==> src/logic/vec_pkg.sv <==
package vec_pkg;

    // vector geometry
    localparam int NUM_ELEM = 8;
    localparam int IDX_W    = 3;            // element index width
    localparam int ELEM_W   = 10;           // operand element, unsigned
    localparam int RES_W    = 32;           // wide enough for 8 x 1023 x 1023

    // bus geometry
    localparam int ADDR_W = 8;
    localparam int DATA_W = 32;

    // register map, byte addresses
    localparam logic [ADDR_W-1:0] REG_CTRL   = 8'h00;  // write-only, op in [2:0]
    localparam logic [ADDR_W-1:0] REG_STATUS = 8'h04;  // {done, busy}
    localparam logic [ADDR_W-1:0] BASE_A     = 8'h40;
    localparam logic [ADDR_W-1:0] BASE_B     = 8'h80;
    localparam logic [ADDR_W-1:0] BASE_RES   = 8'hC0;
    localparam logic [ADDR_W-1:0] REG_SCALAR = 8'hFC;

    localparam logic [1:0] RESP_OKAY   = 2'b00;
    localparam logic [1:0] RESP_SLVERR = 2'b10;

    typedef enum logic [2:0] {
        OP_READ = 3'd0,   // res[i] = a[i]
        OP_SUM  = 3'd1,   // res[i] = a[i] + b[i]
        OP_AVG  = 3'd2,   // res[i] = (a[i] + b[i]) / 2
        OP_MAN  = 3'd3,   // scalar = sum |a[i] - b[i]|
        OP_DOT  = 3'd4    // scalar = sum a[i] * b[i]
    } vec_op_e;

    typedef struct packed {
        logic [ELEM_W-1:0] a;
        logic [ELEM_W-1:0] b;
    } operand_t;

    typedef struct packed {
        logic              we;
        logic              sel_b;  // 0 writes A, 1 writes B
        logic [IDX_W-1:0]  idx;
        logic [ELEM_W-1:0] data;
    } bank_wr_t;

    typedef struct packed {
        logic             valid;
        logic [IDX_W-1:0] idx;
        vec_op_e          op;
        logic             last;   // final element of the run
    } lane_t;

    typedef struct packed {
        logic             elem_we;
        logic             scalar_we;
        logic [IDX_W-1:0] idx;
        logic [RES_W-1:0] value;
    } res_wr_t;

endpackage

==> src/logic/vec_bank.sv <==
module vec_bank import vec_pkg::*; (
    input  logic             clk,
    input  logic             rst_n,
    input  bank_wr_t         bank_wr,
    input  logic [IDX_W-1:0] rd_idx,
    output operand_t         rd_data
);

    // two independent element arrays, read side by side
    logic [ELEM_W-1:0] mem_a [NUM_ELEM];
    logic [ELEM_W-1:0] mem_b [NUM_ELEM];

    // write port, A or B per access
    always_ff @(posedge clk) begin
        if (bank_wr.we) begin
            if (bank_wr.sel_b) begin
                mem_b[bank_wr.idx] <= bank_wr.data;
            end else begin
                mem_a[bank_wr.idx] <= bank_wr.data;
            end
        end
    end

    // paired read, one cycle latency
    always_ff @(posedge clk) begin
        if (!rst_n) begin
            rd_data <= '0;
        end else begin
            rd_data.a <= mem_a[rd_idx];
            rd_data.b <= mem_b[rd_idx];
        end
    end

endmodule

==> src/logic/vec_regs.sv <==
module vec_regs import vec_pkg::*; (
    input  logic                clk,
    input  logic                rst_n,
    // write address / data / response
    input  logic [ADDR_W-1:0]   awaddr,
    input  logic                awvalid,
    output logic                awready,
    input  logic [DATA_W-1:0]   wdata,
    input  logic [DATA_W/8-1:0] wstrb,    // full-word registers, strobes ignored
    input  logic                wvalid,
    output logic                wready,
    output logic [1:0]          bresp,
    output logic                bvalid,
    input  logic                bready,
    // read address / data
    input  logic [ADDR_W-1:0]   araddr,
    input  logic                arvalid,
    output logic                arready,
    output logic [DATA_W-1:0]   rdata,
    output logic [1:0]          rresp,
    output logic                rvalid,
    input  logic                rready,
    // core side
    output bank_wr_t            bank_wr,
    output logic                start,
    output vec_op_e             op,
    input  logic                busy,
    input  logic                done,
    output logic [IDX_W-1:0]    res_idx,
    output logic                res_scalar_sel,
    input  logic [RES_W-1:0]    res_rdata
);

    typedef enum logic [2:0] {
        RG_NONE, RG_CTRL, RG_STATUS, RG_A, RG_B, RG_RES, RG_SCALAR
    } region_e;

    region_e           wr_rg;
    region_e           rd_rg;
    logic              wr_fire;
    logic              rd_fire;
    logic [DATA_W-1:0] rd_word;
    logic [ELEM_W-1:0] shadow_a [NUM_ELEM];   // readback copy of A
    logic [ELEM_W-1:0] shadow_b [NUM_ELEM];   // readback copy of B

    // map a byte address onto a register region, word aligned only
    function automatic region_e decode(input logic [ADDR_W-1:0] addr);
        region_e rg;
        rg = RG_NONE;
        if (addr[1:0] == 2'b00) begin
            if (addr == REG_CTRL)
                rg = RG_CTRL;
            else if (addr == REG_STATUS)
                rg = RG_STATUS;
            else if (addr == REG_SCALAR)
                rg = RG_SCALAR;
            else if (addr >= BASE_A && addr < BASE_A + 4 * NUM_ELEM)
                rg = RG_A;
            else if (addr >= BASE_B && addr < BASE_B + 4 * NUM_ELEM)
                rg = RG_B;
            else if (addr >= BASE_RES && addr < BASE_RES + 4 * NUM_ELEM)
                rg = RG_RES;
        end
        return rg;
    endfunction

    assign wr_rg   = decode(awaddr);
    assign wr_fire = awready & awvalid & wready & wvalid;

    // write channel: aw and w taken together, then one response
    always_ff @(posedge clk) begin
        if (!rst_n) begin
            awready <= 1'b0;
            wready  <= 1'b0;
            bvalid  <= 1'b0;
            bresp   <= RESP_OKAY;
        end else begin
            awready <= awvalid & wvalid & ~awready & ~bvalid;  // single-cycle pulse
            wready  <= awvalid & wvalid & ~awready & ~bvalid;
            if (wr_fire) begin
                bvalid <= 1'b1;
                bresp  <= (wr_rg == RG_NONE) ? RESP_SLVERR : RESP_OKAY;
            end else if (bready) begin
                bvalid <= 1'b0;
            end
        end
    end

    // operand writes only while the core is idle
    always_comb begin
        bank_wr       = '0;
        bank_wr.we    = wr_fire & ~busy & ((wr_rg == RG_A) || (wr_rg == RG_B));
        bank_wr.sel_b = (wr_rg == RG_B);
        bank_wr.idx   = awaddr[IDX_W+1:2];
        bank_wr.data  = wdata[ELEM_W-1:0];
    end

    assign start = wr_fire & (wr_rg == RG_CTRL);  // ctrl drops it when busy
    assign op    = vec_op_e'(wdata[2:0]);

    always_ff @(posedge clk) begin
        if (bank_wr.we) begin
            if (bank_wr.sel_b)
                shadow_b[bank_wr.idx] <= bank_wr.data;
            else
                shadow_a[bank_wr.idx] <= bank_wr.data;
        end
    end

    assign rd_rg          = decode(araddr);
    assign rd_fire        = arready & arvalid;
    assign res_idx        = araddr[IDX_W+1:2];     // same slot in every region
    assign res_scalar_sel = (rd_rg == RG_SCALAR);

    always_comb begin
        case (rd_rg)
            RG_STATUS:        rd_word = {{(DATA_W-2){1'b0}}, done, busy};
            RG_A:             rd_word = DATA_W'(shadow_a[res_idx]);  // upper bits zero
            RG_B:             rd_word = DATA_W'(shadow_b[res_idx]);
            RG_RES, RG_SCALAR: rd_word = DATA_W'(res_rdata);
            default:          rd_word = '0;        // ctrl is write-only, unmapped is zero
        endcase
    end

    // read channel
    always_ff @(posedge clk) begin
        if (!rst_n) begin
            arready <= 1'b0;
            rvalid  <= 1'b0;
            rdata   <= '0;
            rresp   <= RESP_OKAY;
        end else begin
            arready <= arvalid & ~arready & ~rvalid;
            if (rd_fire) begin
                rvalid <= 1'b1;
                rdata  <= rd_word;
                rresp  <= (rd_rg == RG_NONE) ? RESP_SLVERR : RESP_OKAY;
            end else if (rready) begin
                rvalid <= 1'b0;
            end
        end
    end

endmodule

==> src/logic/vec_ctrl.sv <==
module vec_ctrl import vec_pkg::*; (
    input  logic             clk,
    input  logic             rst_n,
    input  logic             start,
    input  vec_op_e          op,
    output lane_t            issue,
    output logic [IDX_W-1:0] rd_idx,
    output logic             acc_clear,
    input  logic             wb_last,
    output logic             busy,
    output logic             done
);

    typedef enum logic [1:0] {
        ST_IDLE,    // waiting for a start
        ST_ISSUE,   // one element per cycle
        ST_DRAIN    // pipeline emptying
    } state_e;

    state_e           state;
    logic [IDX_W-1:0] cnt;     // next element to issue
    vec_op_e          op_q;    // op held for the whole run
    logic             cnt_last;

    assign cnt_last = (cnt == IDX_W'(NUM_ELEM - 1));

    always_ff @(posedge clk) begin
        if (!rst_n) begin
            state     <= ST_IDLE;
            cnt       <= '0;
            op_q      <= OP_READ;
            acc_clear <= 1'b0;
            done      <= 1'b0;
        end else begin
            acc_clear <= 1'b0;                    // pulse only
            case (state)
                ST_IDLE: begin
                    if (start) begin
                        state     <= ST_ISSUE;
                        cnt       <= '0;
                        op_q      <= op;
                        acc_clear <= 1'b1;
                        done      <= 1'b0;        // new run clears done
                    end
                end
                ST_ISSUE: begin
                    cnt <= cnt + 1'b1;
                    if (cnt_last)
                        state <= ST_DRAIN;
                end
                ST_DRAIN: begin
                    if (wb_last) begin            // last element written back
                        state <= ST_IDLE;
                        done  <= 1'b1;
                    end
                end
                default: state <= ST_IDLE;
            endcase
        end
    end

    always_comb begin
        issue.valid = (state == ST_ISSUE);
        issue.idx   = cnt;
        issue.op    = op_q;
        issue.last  = cnt_last;
    end

    assign rd_idx = cnt;                  // bank read in step with the lane
    assign busy   = (state != ST_IDLE);

endmodule

==> src/logic/vec_core.sv <==
module vec_core import vec_pkg::*; (
    input  logic     clk,
    input  logic     rst_n,
    input  lane_t    issue,
    input  operand_t operands,
    input  logic     acc_clear,
    output res_wr_t  res_wr,
    output logic     wb_last
);

    lane_t               s1_lane;     // lane lined up with bank data
    lane_t               s2_lane;
    logic [RES_W-1:0]    s2_val;      // per-element result
    logic [RES_W-1:0]    calc;
    logic [RES_W-1:0]    acc;         // running man / dot total
    logic [RES_W-1:0]    acc_next;
    logic [ELEM_W:0]     pair_sum;    // one carry bit
    logic [ELEM_W-1:0]   abs_diff;
    logic [2*ELEM_W-1:0] prod;
    logic                s2_scalar;

    // stage 1, fetch-align: the bank answers one cycle after issue
    always_ff @(posedge clk) begin
        if (!rst_n) begin
            s1_lane <= '0;
        end else begin
            s1_lane <= issue;
        end
    end

    // stage 2, compute
    assign pair_sum = {1'b0, operands.a} + {1'b0, operands.b};
    assign abs_diff = (operands.a >= operands.b) ? operands.a - operands.b
                                                 : operands.b - operands.a;
    assign prod     = operands.a * operands.b;

    always_comb begin
        case (s1_lane.op)
            OP_SUM:  calc = RES_W'(pair_sum);
            OP_AVG:  calc = RES_W'(pair_sum[ELEM_W:1]);   // floor of half
            OP_MAN:  calc = RES_W'(abs_diff);
            OP_DOT:  calc = RES_W'(prod);
            default: calc = RES_W'(operands.a);           // read, plain copy of A
        endcase
    end

    always_ff @(posedge clk) begin
        if (!rst_n) begin
            s2_lane <= '0;
        end else begin
            s2_lane <= s1_lane;
        end
    end

    always_ff @(posedge clk) begin
        s2_val <= calc;
    end

    // stage 3, write back or accumulate
    assign s2_scalar = (s2_lane.op == OP_MAN) || (s2_lane.op == OP_DOT);
    assign acc_next  = acc + s2_val;

    always_ff @(posedge clk) begin
        if (!rst_n) begin
            acc     <= '0;
            res_wr  <= '0;
            wb_last <= 1'b0;
        end else begin
            res_wr.elem_we   <= s2_lane.valid & ~s2_scalar;
            res_wr.scalar_we <= s2_lane.valid & s2_scalar & s2_lane.last;  // total at end
            res_wr.idx       <= s2_lane.idx;
            res_wr.value     <= s2_scalar ? acc_next : s2_val;
            wb_last          <= s2_lane.valid & s2_lane.last;
            if (acc_clear)
                acc <= '0;
            else if (s2_lane.valid && s2_scalar)
                acc <= acc_next;
        end
    end

endmodule

==> src/logic/vec_result_mem.sv <==
module vec_result_mem import vec_pkg::*; (
    input  logic             clk,
    input  logic             rst_n,
    input  res_wr_t          res_wr,
    input  logic [IDX_W-1:0] rd_idx,
    input  logic             rd_scalar_sel,
    output logic [RES_W-1:0] rd_data
);

    logic [RES_W-1:0] elem_res [NUM_ELEM];   // read / sum / avg results
    logic [RES_W-1:0] scalar_res;            // man / dot result

    // entries keep their value until a run overwrites them
    always_ff @(posedge clk) begin
        if (!rst_n) begin
            for (int i = 0; i < NUM_ELEM; i++) begin
                elem_res[i] <= '0;
            end
            scalar_res <= '0;
        end else begin
            if (res_wr.elem_we)
                elem_res[res_wr.idx] <= res_wr.value;
            if (res_wr.scalar_we)
                scalar_res <= res_wr.value;
        end
    end

    // bus-side read, no latency
    assign rd_data = rd_scalar_sel ? scalar_res : elem_res[rd_idx];

endmodule

==> src/logic/vec_top.sv <==
module vec_top import vec_pkg::*; (
    input  logic                clk,
    input  logic                rst_n,
    input  logic [ADDR_W-1:0]   awaddr,
    input  logic                awvalid,
    output logic                awready,
    input  logic [DATA_W-1:0]   wdata,
    input  logic [DATA_W/8-1:0] wstrb,
    input  logic                wvalid,
    output logic                wready,
    output logic [1:0]          bresp,
    output logic                bvalid,
    input  logic                bready,
    input  logic [ADDR_W-1:0]   araddr,
    input  logic                arvalid,
    output logic                arready,
    output logic [DATA_W-1:0]   rdata,
    output logic [1:0]          rresp,
    output logic                rvalid,
    input  logic                rready
);

    bank_wr_t         bank_wr;          // regs -> bank
    logic             start;            // ctrl write pulse
    vec_op_e          op;
    logic             busy;
    logic             done;
    logic [IDX_W-1:0] res_idx;
    logic             res_scalar_sel;
    logic [RES_W-1:0] res_rdata;
    lane_t            issue;            // ctrl -> core
    logic [IDX_W-1:0] rd_idx;           // ctrl -> bank
    operand_t         operands;         // bank -> core
    logic             acc_clear;
    res_wr_t          res_wr;           // core -> result mem
    logic             wb_last;

    vec_regs regs_block (
        .clk(clk), .rst_n(rst_n),
        .awaddr(awaddr), .awvalid(awvalid), .awready(awready),
        .wdata(wdata), .wstrb(wstrb), .wvalid(wvalid), .wready(wready),
        .bresp(bresp), .bvalid(bvalid), .bready(bready),
        .araddr(araddr), .arvalid(arvalid), .arready(arready),
        .rdata(rdata), .rresp(rresp), .rvalid(rvalid), .rready(rready),
        .bank_wr(bank_wr), .start(start), .op(op), .busy(busy), .done(done),
        .res_idx(res_idx), .res_scalar_sel(res_scalar_sel), .res_rdata(res_rdata)
    );

    vec_bank operand_bank (
        .clk(clk), .rst_n(rst_n),
        .bank_wr(bank_wr), .rd_idx(rd_idx), .rd_data(operands)
    );

    vec_ctrl ctrl_unit (
        .clk(clk), .rst_n(rst_n),
        .start(start), .op(op), .issue(issue), .rd_idx(rd_idx),
        .acc_clear(acc_clear), .wb_last(wb_last), .busy(busy), .done(done)
    );

    vec_core processing_core (
        .clk(clk), .rst_n(rst_n),
        .issue(issue), .operands(operands), .acc_clear(acc_clear),
        .res_wr(res_wr), .wb_last(wb_last)
    );

    vec_result_mem result_mem (
        .clk(clk), .rst_n(rst_n),
        .res_wr(res_wr), .rd_idx(res_idx),
        .rd_scalar_sel(res_scalar_sel), .rd_data(res_rdata)
    );

endmodule

==> config.mk <==
export PLATFORM = sky130hd
export DESIGN_NAME = vec_top
export DESIGN_NICKNAME = d
export VERILOG_FILES = /design/src/logic/vec_pkg.sv /design/src/logic/vec_bank.sv /design/src/logic/vec_regs.sv /design/src/logic/vec_ctrl.sv /design/src/logic/vec_core.sv /design/src/logic/vec_result_mem.sv /design/src/logic/vec_top.sv
export SDC_FILE = /design/constraint.sdc
export NUM_CORES = 1
export LEC_CHECK = 0
export ABC_AREA = 1
export BUFFER_PORTS_ARGS = -buffer_cell sky130_fd_sc_hd__buf_4
export CORE_MARGIN = 4
export CORE_UTILIZATION = 52
export DETAILED_ROUTE_END_ITERATION = 8
export PLACE_DENSITY = 0.68
export SETUP_SLACK_MARGIN = 0.02
export SLEW_MARGIN = 20
export SYNTH_ARGS = -nofsm -noshare
export SYNTH_HDL_FRONTEND = slang
export SYNTH_SLANG_ARGS = --single-unit
==> constraint.sdc <==
create_clock -name clk -period 7.6 [get_ports clk]
set_input_delay 0.38 -clock clk [delete_from_list [all_inputs] [get_ports clk]]
set_output_delay 0.38 -clock clk [all_outputs]
set_load 0.02 [all_outputs]
==> out/results.md <==
| Parameter | This run |
|:---|:---|
| Minimum clock period | 5.12 ns |
| Run status | finished, final reports clean |
| DRT iter0 DRCs | 2,662 |
| Total detailed-routing wirelength | 92.4 mm |
| Post-CTS Hold Fix Bufs | 3 |
| WHS Endpoint | regs_block.awready |
| All-layer global routing usage | 27.1% |
| VDD IR-drop max | 0.142 mV |
| Crit-path cells | ha_1 -> inv_1 -> fa_1 -> inv_1 -> fa_1 -> fa_1 -> fa_1 -> inv_1 -> fa_1 -> inv_1 -> ha_1 -> a21oi_1 -> o21ai_0 -> a221oi_1 -> nand3_1 -> nand2_1 -> nor2_1 |
| Mean number of vias per cell | 5.62 |
| Clock input transition at the sequential cells of the worst setup and hold paths | 0.06 ns |
| DP Cell Count | 4,650 |
| Weighted congestion reported at the end of routability-driven placement | 0.914 |
| PD cells | 217 nW/um^2 |
| Layout filler cell count | 5,551 |
| Most used flip-flop cell after synthesis | sky130_fd_sc_hd__edfxtp_1 |
| Met1 track utilization from global routing | 37.4% |
| Max-capacitance violation count | 0 |
| Standby leakage power | 15.5 nW |
| Most frequent standard cell in the layout excluding fill and tap cells | sky130_fd_sc_hd__nand2_1 |
| Pin count of the biggest net entering global routing | 74 |
| Setup tns final | 0 ns |
| Ports placed on the boundary | 100 |
| Clock Tree Buf Depth | 3 |
| Headroom to the max-slew limit | 23.8% |
| Proportion of layout cells with a drive suffix above 1 | 7.97% |
| TritonCTS clock tree | built |
| Cell with the biggest individual delay on the critical path | sky130_fd_sc_hd__dfxtp_1 |
| Antenna fix cells | 0 |
| Antenna Violating Nets Remaining | 0 |
| CP required | 8.09 ns |
| Category of the most critical setup path | register to register |
| Core Area | 63,000 sq um |
| Crit. End Element | register |
| Per-cell routed wire length | 19.4 um |
| 1st-pass router iterations | 6 |
| Number of synthesized register bits | 622 |
| Detailed placer's ending HPWL | 56.1 mm |
| Met2 track demand over resource in global routing | 44.3% |
| Number of global-route vias before repair | 25,600 |
| Area of all placed cells without fillers | 36,400 sq um |
| Placed inst area | 34,100 sq um |
| Number of slew-limit violations in the final report | 0 |
| Clk Tree Root Cell | sky130_fd_sc_hd__clkbuf_16 |
| Most used cells in the layout excluding fill and tap cells | sky130_fd_sc_hd__nand2_1 (789), sky130_fd_sc_hd__nor2_1 (537), sky130_fd_sc_hd__inv_1 (453), sky130_fd_sc_hd__edfxtp_1 (416), sky130_fd_sc_hd__nand3_1 (290) |
| Maximum clock frequency | 195 MHz |
| Unrepaired setup endpoints after global routing | false |
| Insertion delay to the later sink of the worst-skew pair | 0.60 ns |
| Delay contributed by the slowest stage of the critical path | 0.82 ns |
| Number of cells produced by synthesis | 3,894 |
| Proportion of synthesized chip area in sequential cells | 50.3% |
| Number of gates resized after CTS | 0 |
| Syn Std Cell Area | 33,000 sq um |
| First-pass GRT wire length | 143 mm |
| Endpoint of the worst register-to-register path | processing_core.s2_val[17] |
| Final Cycle Share | 67.3% |
| Synth-to-Final Area Change | 10.2% |
| Number of library cell types mapped by synthesis | 47 |
| Starting utilization of the core area | 52.4% |
| Worst path top cell family by delay | adder cells |
| Async S/R FF share, synth | 0% |
| Number of buffers inserted by post-CTS setup repair | 0 |
| Clock tree sinks | 622 |
| Cell with the most instances on the worst path | sky130_fd_sc_hd__fa_1 |
| Filler-free cell count of the finished design | 4,773 |
| EDFF count, synth | 416 |
| Cells on worst reg2reg path | 17 |
| Synthesized area divided by synthesized cell count | 8.48 sq um |
| PortBufs | 71 |
| Arrival time of the worst setup path | 5.61 ns |
| Number of warnings printed during yosys synthesis | 0 |
| Chip Width | 260 um |
| Standard-cell row count | 92 |
| Number of levels the H-tree was split into | 3 |
| Met3 track demand over resource | 4.78% |
| R2R setup slack | 2.48 ns |
| Critical Path Fanout Max | 13 |
| Number of buffers created by CTS | 67 |
| Actual transition at the worst max-transition pin | 1.14 ns |
| Final setup skew | 0.0241 ns |
| DRC violations left | 0 |
| Vertical die dimension | 260 um |
| Number of antenna violations at the first check in global routing | 4 |
| Grt total ovfl | 0 |
| Number of failing setup endpoints in the final timing report | 0 |
| WP buf/inv | 4 |
| Startpoint of the most critical register-to-register path | operand_bank.rd_data[14] |
| Final-report hold violation count | 0 |
| Most utilized layer in the global route result | met2 |
| DIE AREA | 67,600 sq um |
| Net count, final | 4,107 |
| Min-Delay Path Depth | 3 |
| Path type of the worst min-delay path | primary input to register |
| Number of vias in the routed layout | 26,800 |
| Worst Min Path Start | wvalid |
| Worst setup SP type | register |
[layer usage]
| metal | wire length (um) | up-vias | part of all wire, % |
|---|---|---|---|
| met3 | 8690 | 185 | 9.4 |
| li1 | - | 12800 | - |
| met4 | 2250 | 2 | 2.4 |
| met1 | 38600 | 12700 | 42 |
| met2 | 42800 | 1173 | 46 |
| met5 | 13 | - | 0.014 |
[state kept, by name, summed over array words and instances (netlist names)]
signal	count
operand_bank.rd_data	20
regs_block.awready	1
regs_block.bvalid	1
ctrl_unit.state	2
regs_block.shadow_b	80
regs_block.rresp	1
processing_core.res_wr	37
ctrl_unit.done	1
regs_block.rvalid	1
processing_core.wb_last	1
ctrl_unit.acc_clear	1
ctrl_unit.rd_idx	3
processing_core.s1_lane	8
processing_core.acc	32
result_mem.scalar_res	32
regs_block.rdata	32
ctrl_unit.op_q	3
regs_block.arready	1
regs_block.bresp	1
regs_block.shadow_a	80
processing_core.s2_val	20
result_mem.elem_res	256
processing_core.s2_lane	8
[kinds of logic after synthesis]
kind of cell | synth area share (%)
xor+xnor | 0.796
buf+inv | 8.17
other cells | 0.0114
simple gates | 22.4
compound gates | 10.3
flops | 50.3
fa+ha+maj | 8.02
[power by group]
part / switching (W) / internal [W]
Combinational: 0.000578 / 0.000259
Clock: 0.00135 / 0.00196
Sequential: 0.0000629 / 0.00367
[worst min-delay path, stage by stage]
cell                      delay [ns]
sky130_fd_sc_hd__buf_4          0.11
sky130_fd_sc_hd__nand2_1        0.06
sky130_fd_sc_hd__nor4_1         0.04
[cell usage after synthesis, types with 3 or more instances]
library cell	instances	share of area [%]
sky130_fd_sc_hd__ha_1	106	4.0
sky130_fd_sc_hd__nand2_2	3	0.057
sky130_fd_sc_hd__o211ai_1	12	0.27
sky130_fd_sc_hd__clkinv_1	34	0.39
sky130_fd_sc_hd__o21bai_1	14	0.32
sky130_fd_sc_hd__fa_1	66	4.0
sky130_fd_sc_hd__o21a_1	5	0.11
sky130_fd_sc_hd__nand4_1	37	0.70
sky130_fd_sc_hd__a211oi_1	3	0.068
sky130_fd_sc_hd__o21ai_0	263	4.0
sky130_fd_sc_hd__a22oi_1	3	0.068
sky130_fd_sc_hd__clkbuf_1	142	1.6
sky130_fd_sc_hd__a21oi_1	196	3.0
sky130_fd_sc_hd__buf_1	21	0.24
sky130_fd_sc_hd__nor2_2	3	0.057
sky130_fd_sc_hd__buf_2	28	0.42
sky130_fd_sc_hd__nor4_1	4	0.076
sky130_fd_sc_hd__nor2_1	543	6.2
sky130_fd_sc_hd__nand3_1	290	4.4
sky130_fd_sc_hd__o2111ai_1	45	1.2
sky130_fd_sc_hd__inv_1	454	5.2
sky130_fd_sc_hd__nand2_1	799	9.1
sky130_fd_sc_hd__a31oi_1	5	0.095
sky130_fd_sc_hd__o221ai_1	18	0.48
sky130_fd_sc_hd__xor2_1	25	0.66
sky130_fd_sc_hd__dfxtp_1	206	12
sky130_fd_sc_hd__inv_2	6	0.068
sky130_fd_sc_hd__buf_6	4	0.14
sky130_fd_sc_hd__or2_2	68	1.3
sky130_fd_sc_hd__nor3_1	17	0.26
sky130_fd_sc_hd__edfxtp_1	416	38
sky130_fd_sc_hd__o22ai_1	23	0.44
sky130_fd_sc_hd__buf_4	6	0.14
sky130_fd_sc_hd__nand3b_1	8	0.18
sky130_fd_sc_hd__xnor2_1	5	0.13
[stage by stage]
stage | utilization [%] | worst slack (ns) | total power, W | hold slack [ns]
after floorplan | - | 2.93 | 0.00436 | 0.390
after global placement | 54.2 | 2.56 | 0.00462 | 0.407
after detailed placement | 54.2 | 2.50 | 0.00463 | 0.408
after CTS | 57.8 | 2.53 | 0.00791 | 0.00866
after global routing | 57.8 | 2.06 | 0.00816 | 0.0520
final | 57.8 | 2.48 | 0.00788 | 0.0356
[cell type report]
class | count | area, sq um | share of cell area [%]
multi-input cells | 2578 | 13800 | 37.8
clock inverters | 24 | 295 | 0.812
flip-flops and latches | 622 | 16600 | 45.7
repair buffers | 113 | 856 | 2.35
inverters | 494 | 1860 | 5.10
clock buffers | 96 | 1940 | 5.33
well taps | 846 | 1060 | 2.91
[worst max-delay path by stage]
| stage | cells after the start | slack (ns) | from | end |
|---|---|---|---|---|
| after CTS | 17 | 2.53 | operand_bank.rd_data[1] | processing_core.s2_val[18] |
| after global placement | 17 | 2.56 | operand_bank.rd_data[1] | processing_core.s2_val[18] |
| after global routing | 23 | 2.06 | operand_bank.rd_data[1] | processing_core.s2_val[13] |
| after detailed placement | 23 | 2.50 | operand_bank.rd_data[1] | processing_core.s2_val[13] |
| after floorplan | 18 | 2.93 | operand_bank.rd_data[1] | processing_core.s2_val[18] |
| final | 17 | 2.48 | operand_bank.rd_data[14] | processing_core.s2_val[17] |
Note: power is estimated with default switching activity, not from simulation.
